### src/can_pkg.sv
/* Widths, types, register map and frame constants shared by the
   CAN transmit controller; blocks refer to them by scoped name */
`default_nettype none

package can_pkg;

    // Frame field widths
    localparam int unsigned ID_BASE_BITS   = 11;
    localparam int unsigned ID_EXT_BITS    = 18;
    localparam int unsigned ID_BITS        = ID_BASE_BITS + ID_EXT_BITS;
    localparam int unsigned DLC_BITS       = 4;
    localparam int unsigned MAX_DATA_BYTES = 8;
    localparam int unsigned CRC_BITS       = 15;
    localparam int unsigned STUFF_LIMIT    = 5;
    localparam int unsigned EOF_BITS       = 7;
    localparam int unsigned IFS_BITS       = 3;
    localparam int unsigned BRP_BITS       = 10;
    localparam int unsigned WB_BITS        = 32;

    typedef logic [ID_BITS-1:0]          can_id_t;
    typedef logic [DLC_BITS-1:0]         can_dlc_t;
    typedef logic [MAX_DATA_BYTES*8-1:0] can_data_t;
    typedef logic [CRC_BITS-1:0]         can_crc_t;
    typedef logic [BRP_BITS-1:0]         can_brp_t;
    typedef logic [WB_BITS-1:0]          wb_data_t;
    typedef logic [WB_BITS-1:0]          wb_addr_t;
    typedef logic [7:0]                  wb_off_t;

    // CAN generator polynomial x^15+x^14+x^10+x^8+x^7+x^4+x^3+1
    localparam can_crc_t CRC_POLY = 15'h4599;

    // Register byte offsets
    localparam wb_off_t REG_CTRL    = 8'h00;
    localparam wb_off_t REG_STATUS  = 8'h04;
    localparam wb_off_t REG_BRP     = 8'h08;
    localparam wb_off_t REG_ID      = 8'h0C;
    localparam wb_off_t REG_DLC     = 8'h10;
    localparam wb_off_t REG_DATA_LO = 8'h14;
    localparam wb_off_t REG_DATA_HI = 8'h18;

    // Frame fields in transmit order
    typedef enum logic [4:0] {
        FLD_IDLE, FLD_SOF, FLD_ID_BASE, FLD_SRR_RTR, FLD_IDE, FLD_ID_EXT,
        FLD_RTR_EXT, FLD_R1, FLD_R0, FLD_DLC, FLD_DATA, FLD_CRC, FLD_CRC_DELIM,
        FLD_ACK_SLOT, FLD_ACK_DELIM, FLD_EOF, FLD_IFS
    } frame_field_e;

endpackage

`default_nettype wire

### src/can_mbox_if.sv
/* Mailbox contents and transmit handshake from the register block
   to the frame builder */
`timescale 1ns/1ps
`default_nettype none

interface can_mbox_if;

    // Mailbox, stable while busy
    can_pkg::can_id_t   id;
    logic               ext;
    logic               rtr;
    can_pkg::can_dlc_t  dlc;
    can_pkg::can_data_t data;

    // One-cycle transmit request
    logic start;

    // Frame in flight, and end-of-frame pulse
    logic busy;
    logic done;

    modport regs (
        output id, ext, rtr, dlc, data, start,
        input  busy, done
    );

    modport framer (
        input  id, ext, rtr, dlc, data, start,
        output busy, done
    );

endinterface

`default_nettype wire

### src/can_bit_if.sv
/* Unstuffed frame bit stream from the frame builder to the stuffer,
   with a take handshake per bit */
`timescale 1ns/1ps
`default_nettype none

interface can_bit_if;

    logic tx_bit;
    logic valid;
    // Bit is inside the stuffed region, SOF to CRC
    logic stuffable;
    // Offered bit goes on the bus this strobe
    logic take;

    modport framer (
        output tx_bit, valid, stuffable,
        input  take
    );

    modport stuffer (
        input  tx_bit, valid, stuffable,
        output take
    );

endinterface

`default_nettype wire

### src/can_wb_regs.sv
/* Wishbone classic slave with the prescaler, the transmit mailbox
   and the control and status registers */
`timescale 1ns/1ps
`default_nettype none

module can_wb_regs (
    input  wire logic              tb_wb_clk_i,
    input  wire logic              rst_n_i,
    input  wire can_pkg::wb_addr_t wb_adr_i,
    input  wire can_pkg::wb_data_t wb_dat_i,
    input  wire logic [3:0]        wb_sel_i,
    input  wire logic              wb_we_i,
    input  wire logic              wb_cyc_i,
    input  wire logic              wb_stb_i,
    output logic                   wb_ack_o,
    output can_pkg::wb_data_t      wb_dat_o,
    output can_pkg::can_brp_t      brp_o,
    can_mbox_if.regs               mbox
);

    // Byte-lane merge of a write into the current register word
    function automatic can_pkg::wb_data_t lane_merge(
        input can_pkg::wb_data_t old_w,
        input can_pkg::wb_data_t new_w,
        input logic [3:0]        sel
    );
        can_pkg::wb_data_t res;
        res = old_w;
        for (int i = 0; i < 4; i++) begin
            if (sel[i]) begin
                res[i*8 +: 8] = new_w[i*8 +: 8];
            end
        end
        return res;
    endfunction

    can_pkg::wb_off_t   offset;
    can_pkg::wb_data_t  rd_word;
    can_pkg::wb_data_t  wr_word;
    logic               wr_en;
    logic               done_q;
    logic               start_q;
    can_pkg::can_brp_t  brp_q;
    can_pkg::can_id_t   id_q;
    logic               ext_q;
    logic               rtr_q;
    can_pkg::can_dlc_t  dlc_q;
    can_pkg::can_data_t data_q;

    assign offset = wb_adr_i[7:0];
    // New request only, ack cycle excluded
    assign wr_en  = wb_cyc_i && wb_stb_i && !wb_ack_o && wb_we_i;

    // Readback mux, unused bits zero
    always_comb begin
        case (offset)
            can_pkg::REG_STATUS:  rd_word = {30'd0, done_q, mbox.busy};
            can_pkg::REG_BRP:     rd_word = {22'd0, brp_q};
            can_pkg::REG_ID:      rd_word = {1'b0, rtr_q, ext_q, id_q};
            can_pkg::REG_DLC:     rd_word = {28'd0, dlc_q};
            can_pkg::REG_DATA_LO: rd_word = data_q[31:0];
            can_pkg::REG_DATA_HI: rd_word = data_q[63:32];
            default:              rd_word = '0;
        endcase
    end

    assign wr_word  = lane_merge(rd_word, wb_dat_i, wb_sel_i);
    assign wb_dat_o = rd_word;

    // **************************************************
    // Bus handshake, control and status
    // **************************************************
    always_ff @(posedge tb_wb_clk_i) begin
        if (!rst_n_i) begin
            wb_ack_o <= 1'b0;
            start_q  <= 1'b0;
            done_q   <= 1'b0;
            brp_q    <= '0;
        end else begin
            wb_ack_o <= wb_cyc_i && wb_stb_i && !wb_ack_o;
            // Request while idle only
            start_q  <= wr_en && (offset == can_pkg::REG_CTRL) && wb_sel_i[0]
                        && wb_dat_i[0] && !mbox.busy;
            // Sticky done, set wins over clear
            if (mbox.done) begin
                done_q <= 1'b1;
            end else if (wr_en && (offset == can_pkg::REG_STATUS) && wb_sel_i[0]
                         && wb_dat_i[1]) begin
                done_q <= 1'b0;
            end
            if (wr_en && (offset == can_pkg::REG_BRP)) begin
                brp_q <= wr_word[9:0];
            end
        end
    end

    // Mailbox locked during a frame
    always_ff @(posedge tb_wb_clk_i) begin
        if (wr_en && !mbox.busy) begin
            case (offset)
                can_pkg::REG_ID: begin
                    id_q  <= wr_word[28:0];
                    ext_q <= wr_word[29];
                    rtr_q <= wr_word[30];
                end
                can_pkg::REG_DLC:     dlc_q         <= wr_word[3:0];
                can_pkg::REG_DATA_LO: data_q[31:0]  <= wr_word;
                can_pkg::REG_DATA_HI: data_q[63:32] <= wr_word;
                default: ;
            endcase
        end
    end

    assign brp_o      = brp_q;
    assign mbox.id    = id_q;
    assign mbox.ext   = ext_q;
    assign mbox.rtr   = rtr_q;
    assign mbox.dlc   = dlc_q;
    assign mbox.data  = data_q;
    assign mbox.start = start_q;

endmodule

`default_nettype wire

### src/can_bit_timer.sv
/* Free-running prescaler, one strobe every BRP+1 clocks */
`timescale 1ns/1ps
`default_nettype none

module can_bit_timer (
    input  wire logic              tb_wb_clk_i,
    input  wire logic              rst_n_i,
    input  wire can_pkg::can_brp_t brp_i,
    output logic                   strobe_o
);

    can_pkg::can_brp_t cnt_q;

    // Strobe at terminal count
    assign strobe_o = (cnt_q == '0);

    always_ff @(posedge tb_wb_clk_i) begin
        if (!rst_n_i) begin
            cnt_q <= '0;
        end else if (strobe_o) begin
            // New BRP picked up here
            cnt_q <= brp_i;
        end else begin
            cnt_q <= cnt_q - 10'd1;
        end
    end

endmodule

`default_nettype wire

### src/can_crc15.sv
/* CAN CRC-15 over the unstuffed bits, cleared at frame start */
`timescale 1ns/1ps
`default_nettype none

module can_crc15 (
    input  wire logic         tb_wb_clk_i,
    input  wire logic         rst_n_i,
    input  wire logic         clear_i,
    input  wire logic         shift_i,
    input  wire logic         bit_i,
    output can_pkg::can_crc_t crc_o
);

    logic fb;

    // Feedback of incoming bit against CRC MSB
    assign fb = bit_i ^ crc_o[can_pkg::CRC_BITS-1];

    always_ff @(posedge tb_wb_clk_i) begin
        if (!rst_n_i || clear_i) begin
            crc_o <= '0;
        end else if (shift_i) begin
            crc_o <= {crc_o[13:0], 1'b0} ^ (can_pkg::CRC_POLY & {15{fb}});
        end
    end

endmodule

`default_nettype wire

### src/can_tx_framer.sv
/* Frame builder: walks the CAN fields from SOF to intermission and
   offers one unstuffed bit at a time to the stuffer */
`timescale 1ns/1ps
`default_nettype none

module can_tx_framer (
    input  wire logic              tb_wb_clk_i,
    input  wire logic              rst_n_i,
    can_mbox_if.framer             mbox,
    can_bit_if.framer              tx,
    output logic                   crc_clear_o,
    output logic                   crc_shift_o,
    output logic                   crc_bit_o,
    input  wire can_pkg::can_crc_t crc_i
);

    can_pkg::frame_field_e field_q;
    can_pkg::frame_field_e field_nxt;
    logic [5:0]            cnt_q;
    logic [6:0]            field_len;
    logic                  field_last;
    logic                  bit_val;
    logic                  done_q;
    can_pkg::can_dlc_t     n_bytes;

    // DLC above 8 still sends 8 bytes
    assign n_bytes = (mbox.dlc > can_pkg::can_dlc_t'(can_pkg::MAX_DATA_BYTES)) ?
                     can_pkg::can_dlc_t'(can_pkg::MAX_DATA_BYTES) : mbox.dlc;

    // **************************************************
    // Field length, bit value and successor
    // **************************************************
    always_comb begin
        field_len = 7'd1;
        field_nxt = can_pkg::FLD_IDLE;
        bit_val   = 1'b1;
        case (field_q)
            can_pkg::FLD_SOF: begin
                bit_val   = 1'b0;
                field_nxt = can_pkg::FLD_ID_BASE;
            end
            can_pkg::FLD_ID_BASE: begin
                field_len = 7'(can_pkg::ID_BASE_BITS);
                bit_val   = mbox.id[5'(can_pkg::ID_BITS - 1) - cnt_q[4:0]];
                field_nxt = can_pkg::FLD_SRR_RTR;
            end
            // SRR recessive in extended frames
            can_pkg::FLD_SRR_RTR: begin
                bit_val   = mbox.ext | mbox.rtr;
                field_nxt = can_pkg::FLD_IDE;
            end
            can_pkg::FLD_IDE: begin
                bit_val   = mbox.ext;
                field_nxt = mbox.ext ? can_pkg::FLD_ID_EXT : can_pkg::FLD_R0;
            end
            can_pkg::FLD_ID_EXT: begin
                field_len = 7'(can_pkg::ID_EXT_BITS);
                bit_val   = mbox.id[5'(can_pkg::ID_EXT_BITS - 1) - cnt_q[4:0]];
                field_nxt = can_pkg::FLD_RTR_EXT;
            end
            can_pkg::FLD_RTR_EXT: begin
                bit_val   = mbox.rtr;
                field_nxt = can_pkg::FLD_R1;
            end
            can_pkg::FLD_R1: begin
                bit_val   = 1'b0;
                field_nxt = can_pkg::FLD_R0;
            end
            can_pkg::FLD_R0: begin
                bit_val   = 1'b0;
                field_nxt = can_pkg::FLD_DLC;
            end
            // Raw DLC on the wire, data skipped for RTR
            can_pkg::FLD_DLC: begin
                field_len = 7'(can_pkg::DLC_BITS);
                bit_val   = mbox.dlc[~cnt_q[1:0]];
                field_nxt = (mbox.rtr || n_bytes == '0) ? can_pkg::FLD_CRC
                                                        : can_pkg::FLD_DATA;
            end
            // Byte 0 first, MSB first within a byte
            can_pkg::FLD_DATA: begin
                field_len = {n_bytes, 3'b000};
                bit_val   = mbox.data[{cnt_q[5:3], ~cnt_q[2:0]}];
                field_nxt = can_pkg::FLD_CRC;
            end
            can_pkg::FLD_CRC: begin
                field_len = 7'(can_pkg::CRC_BITS);
                bit_val   = crc_i[4'(can_pkg::CRC_BITS - 1) - cnt_q[3:0]];
                field_nxt = can_pkg::FLD_CRC_DELIM;
            end
            can_pkg::FLD_CRC_DELIM: field_nxt = can_pkg::FLD_ACK_SLOT;
            // Recessive ACK slot, no ACK check
            can_pkg::FLD_ACK_SLOT:  field_nxt = can_pkg::FLD_ACK_DELIM;
            can_pkg::FLD_ACK_DELIM: field_nxt = can_pkg::FLD_EOF;
            can_pkg::FLD_EOF: begin
                field_len = 7'(can_pkg::EOF_BITS);
                field_nxt = can_pkg::FLD_IFS;
            end
            can_pkg::FLD_IFS: field_len = 7'(can_pkg::IFS_BITS);
            default: ;
        endcase
    end

    assign field_last = ({1'b0, cnt_q} == field_len - 7'd1);

    // FSM, advances on every taken bit
    always_ff @(posedge tb_wb_clk_i) begin
        if (!rst_n_i) begin
            field_q <= can_pkg::FLD_IDLE;
            cnt_q   <= '0;
            done_q  <= 1'b0;
        end else begin
            done_q <= 1'b0;
            if (field_q == can_pkg::FLD_IDLE) begin
                if (mbox.start) begin
                    field_q <= can_pkg::FLD_SOF;
                    cnt_q   <= '0;
                end
            end else if (tx.take) begin
                if (field_last) begin
                    field_q <= field_nxt;
                    cnt_q   <= '0;
                    done_q  <= (field_q == can_pkg::FLD_IFS);
                end else begin
                    cnt_q <= cnt_q + 6'd1;
                end
            end
        end
    end

    assign tx.tx_bit    = bit_val;
    assign tx.valid     = (field_q != can_pkg::FLD_IDLE);
    assign tx.stuffable = (field_q >= can_pkg::FLD_SOF) && (field_q <= can_pkg::FLD_CRC);
    assign mbox.busy    = (field_q != can_pkg::FLD_IDLE);
    assign mbox.done    = done_q;

    // CRC covers SOF through the last data bit
    assign crc_clear_o = mbox.start && (field_q == can_pkg::FLD_IDLE);
    assign crc_shift_o = tx.take && (field_q >= can_pkg::FLD_SOF)
                         && (field_q <= can_pkg::FLD_DATA);
    assign crc_bit_o   = bit_val;

endmodule

`default_nettype wire

### src/can_bit_stuffer.sv
/* Bus driver: one bit per strobe, with a complement stuff bit after
   five equal bits in the stuffed region */
`timescale 1ns/1ps
`default_nettype none

module can_bit_stuffer (
    input  wire logic tb_wb_clk_i,
    input  wire logic rst_n_i,
    input  wire logic strobe_i,
    can_bit_if.stuffer tx,
    output logic      can_tx_o
);

    logic [2:0] run_q;
    logic       last_q;
    logic       stuff_now;

    // Run of five, stuff before whatever comes next
    assign stuff_now = tx.valid && (run_q == 3'(can_pkg::STUFF_LIMIT));
    assign tx.take   = strobe_i && tx.valid && !stuff_now;

    always_ff @(posedge tb_wb_clk_i) begin
        if (!rst_n_i) begin
            can_tx_o <= 1'b1;
            last_q   <= 1'b1;
            run_q    <= '0;
        end else if (strobe_i) begin
            if (!tx.valid) begin
                // Idle bus is recessive
                can_tx_o <= 1'b1;
                run_q    <= '0;
            end else if (stuff_now) begin
                can_tx_o <= ~last_q;
                last_q   <= ~last_q;
                run_q    <= 3'd1;
            end else begin
                can_tx_o <= tx.tx_bit;
                last_q   <= tx.tx_bit;
                if (!tx.stuffable) begin
                    run_q <= '0;
                end else if (run_q != '0 && tx.tx_bit == last_q) begin
                    run_q <= run_q + 3'd1;
                end else begin
                    run_q <= 3'd1;
                end
            end
        end
    end

endmodule

`default_nettype wire

### src/can_tx_top.sv
/* CAN 2.0B transmit controller, Wishbone register port in and
   serial CAN frame out */
`timescale 1ns/1ps
`default_nettype none

module can_tx_top (
    input  wire logic              tb_wb_clk_i,
    input  wire logic              rst_n_i,
    input  wire can_pkg::wb_addr_t wb_adr_i,
    input  wire can_pkg::wb_data_t wb_dat_i,
    input  wire logic [3:0]        wb_sel_i,
    input  wire logic              wb_we_i,
    input  wire logic              wb_cyc_i,
    input  wire logic              wb_stb_i,
    output logic                   wb_ack_o,
    output can_pkg::wb_data_t      wb_dat_o,
    output logic                   can_tx_o
);

    can_mbox_if mbox ();
    can_bit_if  bits ();

    can_pkg::can_brp_t brp;
    can_pkg::can_crc_t crc;
    logic              strobe;
    logic              crc_clear;
    logic              crc_shift;
    logic              crc_bit;

    // **************************************************
    // Register port and bit clocking
    // **************************************************
    can_wb_regs i_can_wb_regs (
        .tb_wb_clk_i (tb_wb_clk_i),
        .rst_n_i     (rst_n_i),
        .wb_adr_i    (wb_adr_i),
        .wb_dat_i    (wb_dat_i),
        .wb_sel_i    (wb_sel_i),
        .wb_we_i     (wb_we_i),
        .wb_cyc_i    (wb_cyc_i),
        .wb_stb_i    (wb_stb_i),
        .wb_ack_o    (wb_ack_o),
        .wb_dat_o    (wb_dat_o),
        .brp_o       (brp),
        .mbox        (mbox.regs)
    );

    can_bit_timer i_can_bit_timer (
        .tb_wb_clk_i (tb_wb_clk_i),
        .rst_n_i     (rst_n_i),
        .brp_i       (brp),
        .strobe_o    (strobe)
    );

    // Frame path
    can_tx_framer i_can_tx_framer (
        .tb_wb_clk_i (tb_wb_clk_i),
        .rst_n_i     (rst_n_i),
        .mbox        (mbox.framer),
        .tx          (bits.framer),
        .crc_clear_o (crc_clear),
        .crc_shift_o (crc_shift),
        .crc_bit_o   (crc_bit),
        .crc_i       (crc)
    );

    can_crc15 i_can_crc15 (
        .tb_wb_clk_i (tb_wb_clk_i),
        .rst_n_i     (rst_n_i),
        .clear_i     (crc_clear),
        .shift_i     (crc_shift),
        .bit_i       (crc_bit),
        .crc_o       (crc)
    );

    can_bit_stuffer i_can_bit_stuffer (
        .tb_wb_clk_i (tb_wb_clk_i),
        .rst_n_i     (rst_n_i),
        .strobe_i    (strobe),
        .tx          (bits.stuffer),
        .can_tx_o    (can_tx_o)
    );

endmodule

`default_nettype wire

### config.mk
export PLATFORM = sky130hd
export DESIGN_NAME = can_tx_top
export DESIGN_NICKNAME = d
export VERILOG_FILES = /design/src/can_pkg.sv /design/src/can_mbox_if.sv /design/src/can_bit_if.sv /design/src/can_wb_regs.sv /design/src/can_bit_timer.sv /design/src/can_crc15.sv /design/src/can_tx_framer.sv /design/src/can_bit_stuffer.sv /design/src/can_tx_top.sv
export SDC_FILE = /design/constraint.sdc
export NUM_CORES = 1
export LEC_CHECK = 0
export ABC_AREA = 0
export CORE_UTILIZATION = 40
export CTS_CLUSTER_DIAMETER = 40
export CTS_CLUSTER_SIZE = 16
export DETAILED_ROUTE_END_ITERATION = 8
export DONT_BUFFER_PORTS = 1
export MAX_ROUTING_LAYER = met4
export PLACE_DENSITY = 0.55
export SLEW_MARGIN = 0
export SYNTH_ARGS = -nofsm -noshare
export SYNTH_HDL_FRONTEND = slang
export SYNTH_SLANG_ARGS = --single-unit
### constraint.sdc
create_clock -name tb_wb_clk_i -period 4.77 [get_ports tb_wb_clk_i]
set_input_delay 0.2385 -clock tb_wb_clk_i [delete_from_list [all_inputs] [get_ports tb_wb_clk_i]]
set_output_delay 0.2385 -clock tb_wb_clk_i [all_outputs]
set_load 0.005 [all_outputs]
==> reports/summary.txt <==
Status: finished, final reports clean
Placed Cells: 1025
Slowest Stage Delay on Critical Path: 820 ps
Setup_tns: 0 ps
Worst r2r src: i_can_tx_framer.field_q[0]$_SDFFE_PN0P_
Cts bufs inserted: 17
Final Hold Viols: 0
Number of global-route vias before repair: 6562
Core Util, Final: 0.4524
M3 GR Usage: 0.03150
Reg-to-Reg End: i_can_tx_framer.field_q[0]$_SDFFE_PN0P_
Hold crit path type: input pin to flip-flop
Routed Antenna Nets: 0
CTS tree: yes
First-pass GRT wire length: 36.49 mm
Period utilisation layout: 0.7649
Syn_nets: 869
Antenna Cells: 0
Layout Cells excl Fill: 1062
DRC: 0
Initial Util: 0.4089
DIE AREA: 0.02215 mm2
Hold Path End: i_can_tx_framer.field_q[3]$_SDFFE_PN0P_
Synthesized area: 0.008622 mm2
Die width: 148.8 um
Post-DP HPWL: 15.76 mm
Post-synth EDFFs: 99
Number of core rows: 53
Core box area: 0.02109 mm2
WP data arrival: 3970 ps
Nets: 858
Worst path buffer plus inverter count: 0
Multi-input gate area: 0.004252 mm2
Grt total ovfl: 0
I/O Pins: 107
Worst Path Required: 5090 ps
Min-delay src: rst_n_i
Fin area: 0.009540 mm2
CTS Sinks: 154
GRT Total Usage: 0.2223
Startpoint types: flip-flop
Layout cells sized above 1: 0.1499
Leak: 0.003319 uW
Max Slew Vio Count: 0
Synth Instances: 785
Worst ir drop on vdd: 0.2373 mV
Minimum clock period: 3648 ps
Initial DRC Count: 397
Worst Hold Depth: 2
R2R setup slack: 1120 ps
P&R area growth vs syn: 10.65%
Drt pass-1 iters: 5
Most used DFF post-synth: edfxtp_1
I/O Buffers: 0
Slew headroom: 0.1855
Drt via density: 6.054
Root Driver: clkbuf_16
Worst path slowest cell: or4b_2
# fillers: 1992
Crit-path cells: or4b_2, o21ai_0, mux2i_1, ha_1, xor2_1, xnor2_1, nand3_1, nor4b_1, nand4_1, and2_1, a221oi_1
Vias: 6429
Unrepaired setup endpoints after global routing: false
Die span in y: 148.8 um
Final setup fails: 0
WL/cell: 21.54 um
Power Density: 331.7 mW/mm2
Total Power: 3165 uW
Seq cells post-synth: 154
Avg Inst Size Synth: 10.98 um2
Clock-pin slew on the worst setup and hold paths: 70 ps
Largest net degree at the start of global routing: 37
GR Util met1: 0.2796
Storage cell area: 0.004075 mm2
Final WL: 22.87 mm
Initial antenna violation count: 0
GRT met2 Usage: 0.3610
Async set or reset register ratio after synthesis: 0
Placer Congestion: 0.8717
Register area share after synthesis: 0.4725
Clk_lat worst skew: 430 ps
GR peak layer: met2
Postcts setup bufs: 0
Fmax: 274.1 MHz
Worst reg2reg path depth: 11
Clock skew: 13.12 ps
Placed inst area: 0.008889 mm2
CP Max Fanout: 18
Max Buffers Root-to-Sink: 2
H-tree levels: 4
CP endpoint kind: flip-flop
CP top delay family: simple AND/OR/NAND/NOR gates
Syn. warnings: 0
Setup CP Type: flip-flop to flip-flop
Max_cap viols: 0
Measured slew at the worst slew-check pin: 1212 ps
Synth unique cells: 71
[worst max path at each step]
| stage | endpoint | depth (start not counted) | start | slack, ps |
|---|---|---|---|---|
| 2_1_floorplan | i_can_wb_regs.mbox.ext$_DFFE_PP_ | 5 | i_can_tx_framer.field_q[1]$_SDFFE_PN0P_ | 640 |
| 3_3_place_gp | i_can_tx_framer.field_q[0]$_SDFFE_PN0P_ | 11 | i_can_tx_framer.field_q[0]$_SDFFE_PN0P_ | 1150 |
| 3_5_place_dp | i_can_tx_framer.field_q[0]$_SDFFE_PN0P_ | 11 | i_can_tx_framer.field_q[0]$_SDFFE_PN0P_ | 1140 |
| 4_1_cts | i_can_tx_framer.field_q[0]$_SDFFE_PN0P_ | 11 | i_can_tx_framer.field_q[0]$_SDFFE_PN0P_ | 1140 |
| 5_1_grt | i_can_tx_framer.field_q[0]$_SDFFE_PN0P_ | 11 | i_can_tx_framer.field_q[0]$_SDFFE_PN0P_ | 880 |
| 6_report | i_can_tx_framer.field_q[0]$_SDFFE_PN0P_ | 11 | i_can_tx_framer.field_q[0]$_SDFFE_PN0P_ | 1120 |
[where the power goes]
group          switching, uW  internal [uW]  leakage, uW
clock network            594            791     0.000290
registers               35.1           1460      0.00135
logic                    173            116      0.00168
[cell families (layout without fill, tap and decap cells)]
group | Yosys count | count (layout) | share of synthesized area
XOR/XNOR | 28 | 28 | 0.03642
adder cells (fa/ha/maj) | 11 | 11 | 0.01596
flip-flops | 154 | 154 | 0.4725
AO/OA/AOI/OAI | 142 | 142 | 0.1180
AND/OR/NAND/NOR | 281 | 281 | 0.1625
multiplexers | 92 | 92 | 0.1583
buffers and inverters | 77 | 79 | 0.03628
[cell usage in the layout (no fill, tap or decap), drive strengths merged, types with 18 or more instances in the layout]
cell    count
mux2       29
mux2i      31
mux4       32
nand3      18
nand2      98
a22oi      39
nor3       24
o21ai      20
nor2       56
dfxtp      55
edfxtp     99
inv        33
[registers in the layout, summed over array words and instances (netlist names), 3 cells and up]
| name | count |
|---|---|
| i_can_bit_timer.cnt_q | 10 |
| i_can_wb_regs.mbox.data | 64 |
| i_can_tx_framer.field_q | 5 |
| i_can_crc15.crc_o | 15 |
| i_can_wb_regs.mbox.id | 29 |
| i_can_tx_framer.cnt_q | 6 |
| i_can_wb_regs.mbox.dlc | 4 |
| i_can_bit_stuffer.run_q | 3 |
| i_can_wb_regs.brp_o | 10 |
[repair_timing]
action	CTS	global route
hold endpoints to repair	8	0
hold buffers	5	0
gates resized for setup	0	0
[cell type report]
type | instances | share of cell area
Clock buffer | 17 | 0.04459
Clock inverter | 15 | 0.01849
Inverter | 26 | 0.01023
Multi-Input combinational cell | 554 | 0.4456
Sequential cell | 154 | 0.4271
Tap cell | 275 | 0.03607
Timing Repair Buffer | 21 | 0.01784
[per-layer routing]
layer	vias up	wire, um
met5	-	0
met4	0	606
met3	36	999
met2	174	11350
met1	3246	9910
li1	2973	-
[stage by stage]
stage / hold slack (ps) / setup WS (ps)
floorplan: 315.6 / 640.4
global placement: 323.6 / 1154
detailed placement: 327.5 / 1141
CTS: 6.634 / 1139
global route: 20.32 / 880.4
finish: 7.917 / 1122
[cells in the mapped netlist, drive strengths merged (5+ instances only)]
| cell | n | area share |
|---|---|---|
| a22oi | 39 | 0.034 |
| nand2b | 8 | 0.0058 |
| edfxtp | 99 | 0.34 |
| and3 | 5 | 0.0036 |
| nand4 | 13 | 0.0094 |
| and2 | 6 | 0.0044 |
| nand2 | 98 | 0.043 |
| xnor2 | 11 | 0.011 |
| inv | 25 | 0.011 |
| clkbuf | 36 | 0.016 |
| mux2 | 29 | 0.038 |
| mux4 | 32 | 0.084 |
| nor2 | 56 | 0.025 |
| a21oi | 17 | 0.0099 |
| dfxtp | 55 | 0.13 |
| buf | 15 | 0.0093 |
| ha | 11 | 0.016 |
| nor3 | 24 | 0.014 |
| o21ai | 20 | 0.012 |
| a211oi | 13 | 0.011 |
| nor4 | 12 | 0.0087 |
| xor2 | 12 | 0.012 |
| nor2b | 5 | 0.0036 |
| and4 | 6 | 0.0061 |
| xnor3 | 5 | 0.013 |
| a221oi | 6 | 0.0061 |
| mux2i | 31 | 0.036 |
| nand3 | 18 | 0.010 |
| o21a | 6 | 0.0052 |
| nor3b | 7 | 0.0061 |
Note: power is estimated with default switching activity, not from simulation.
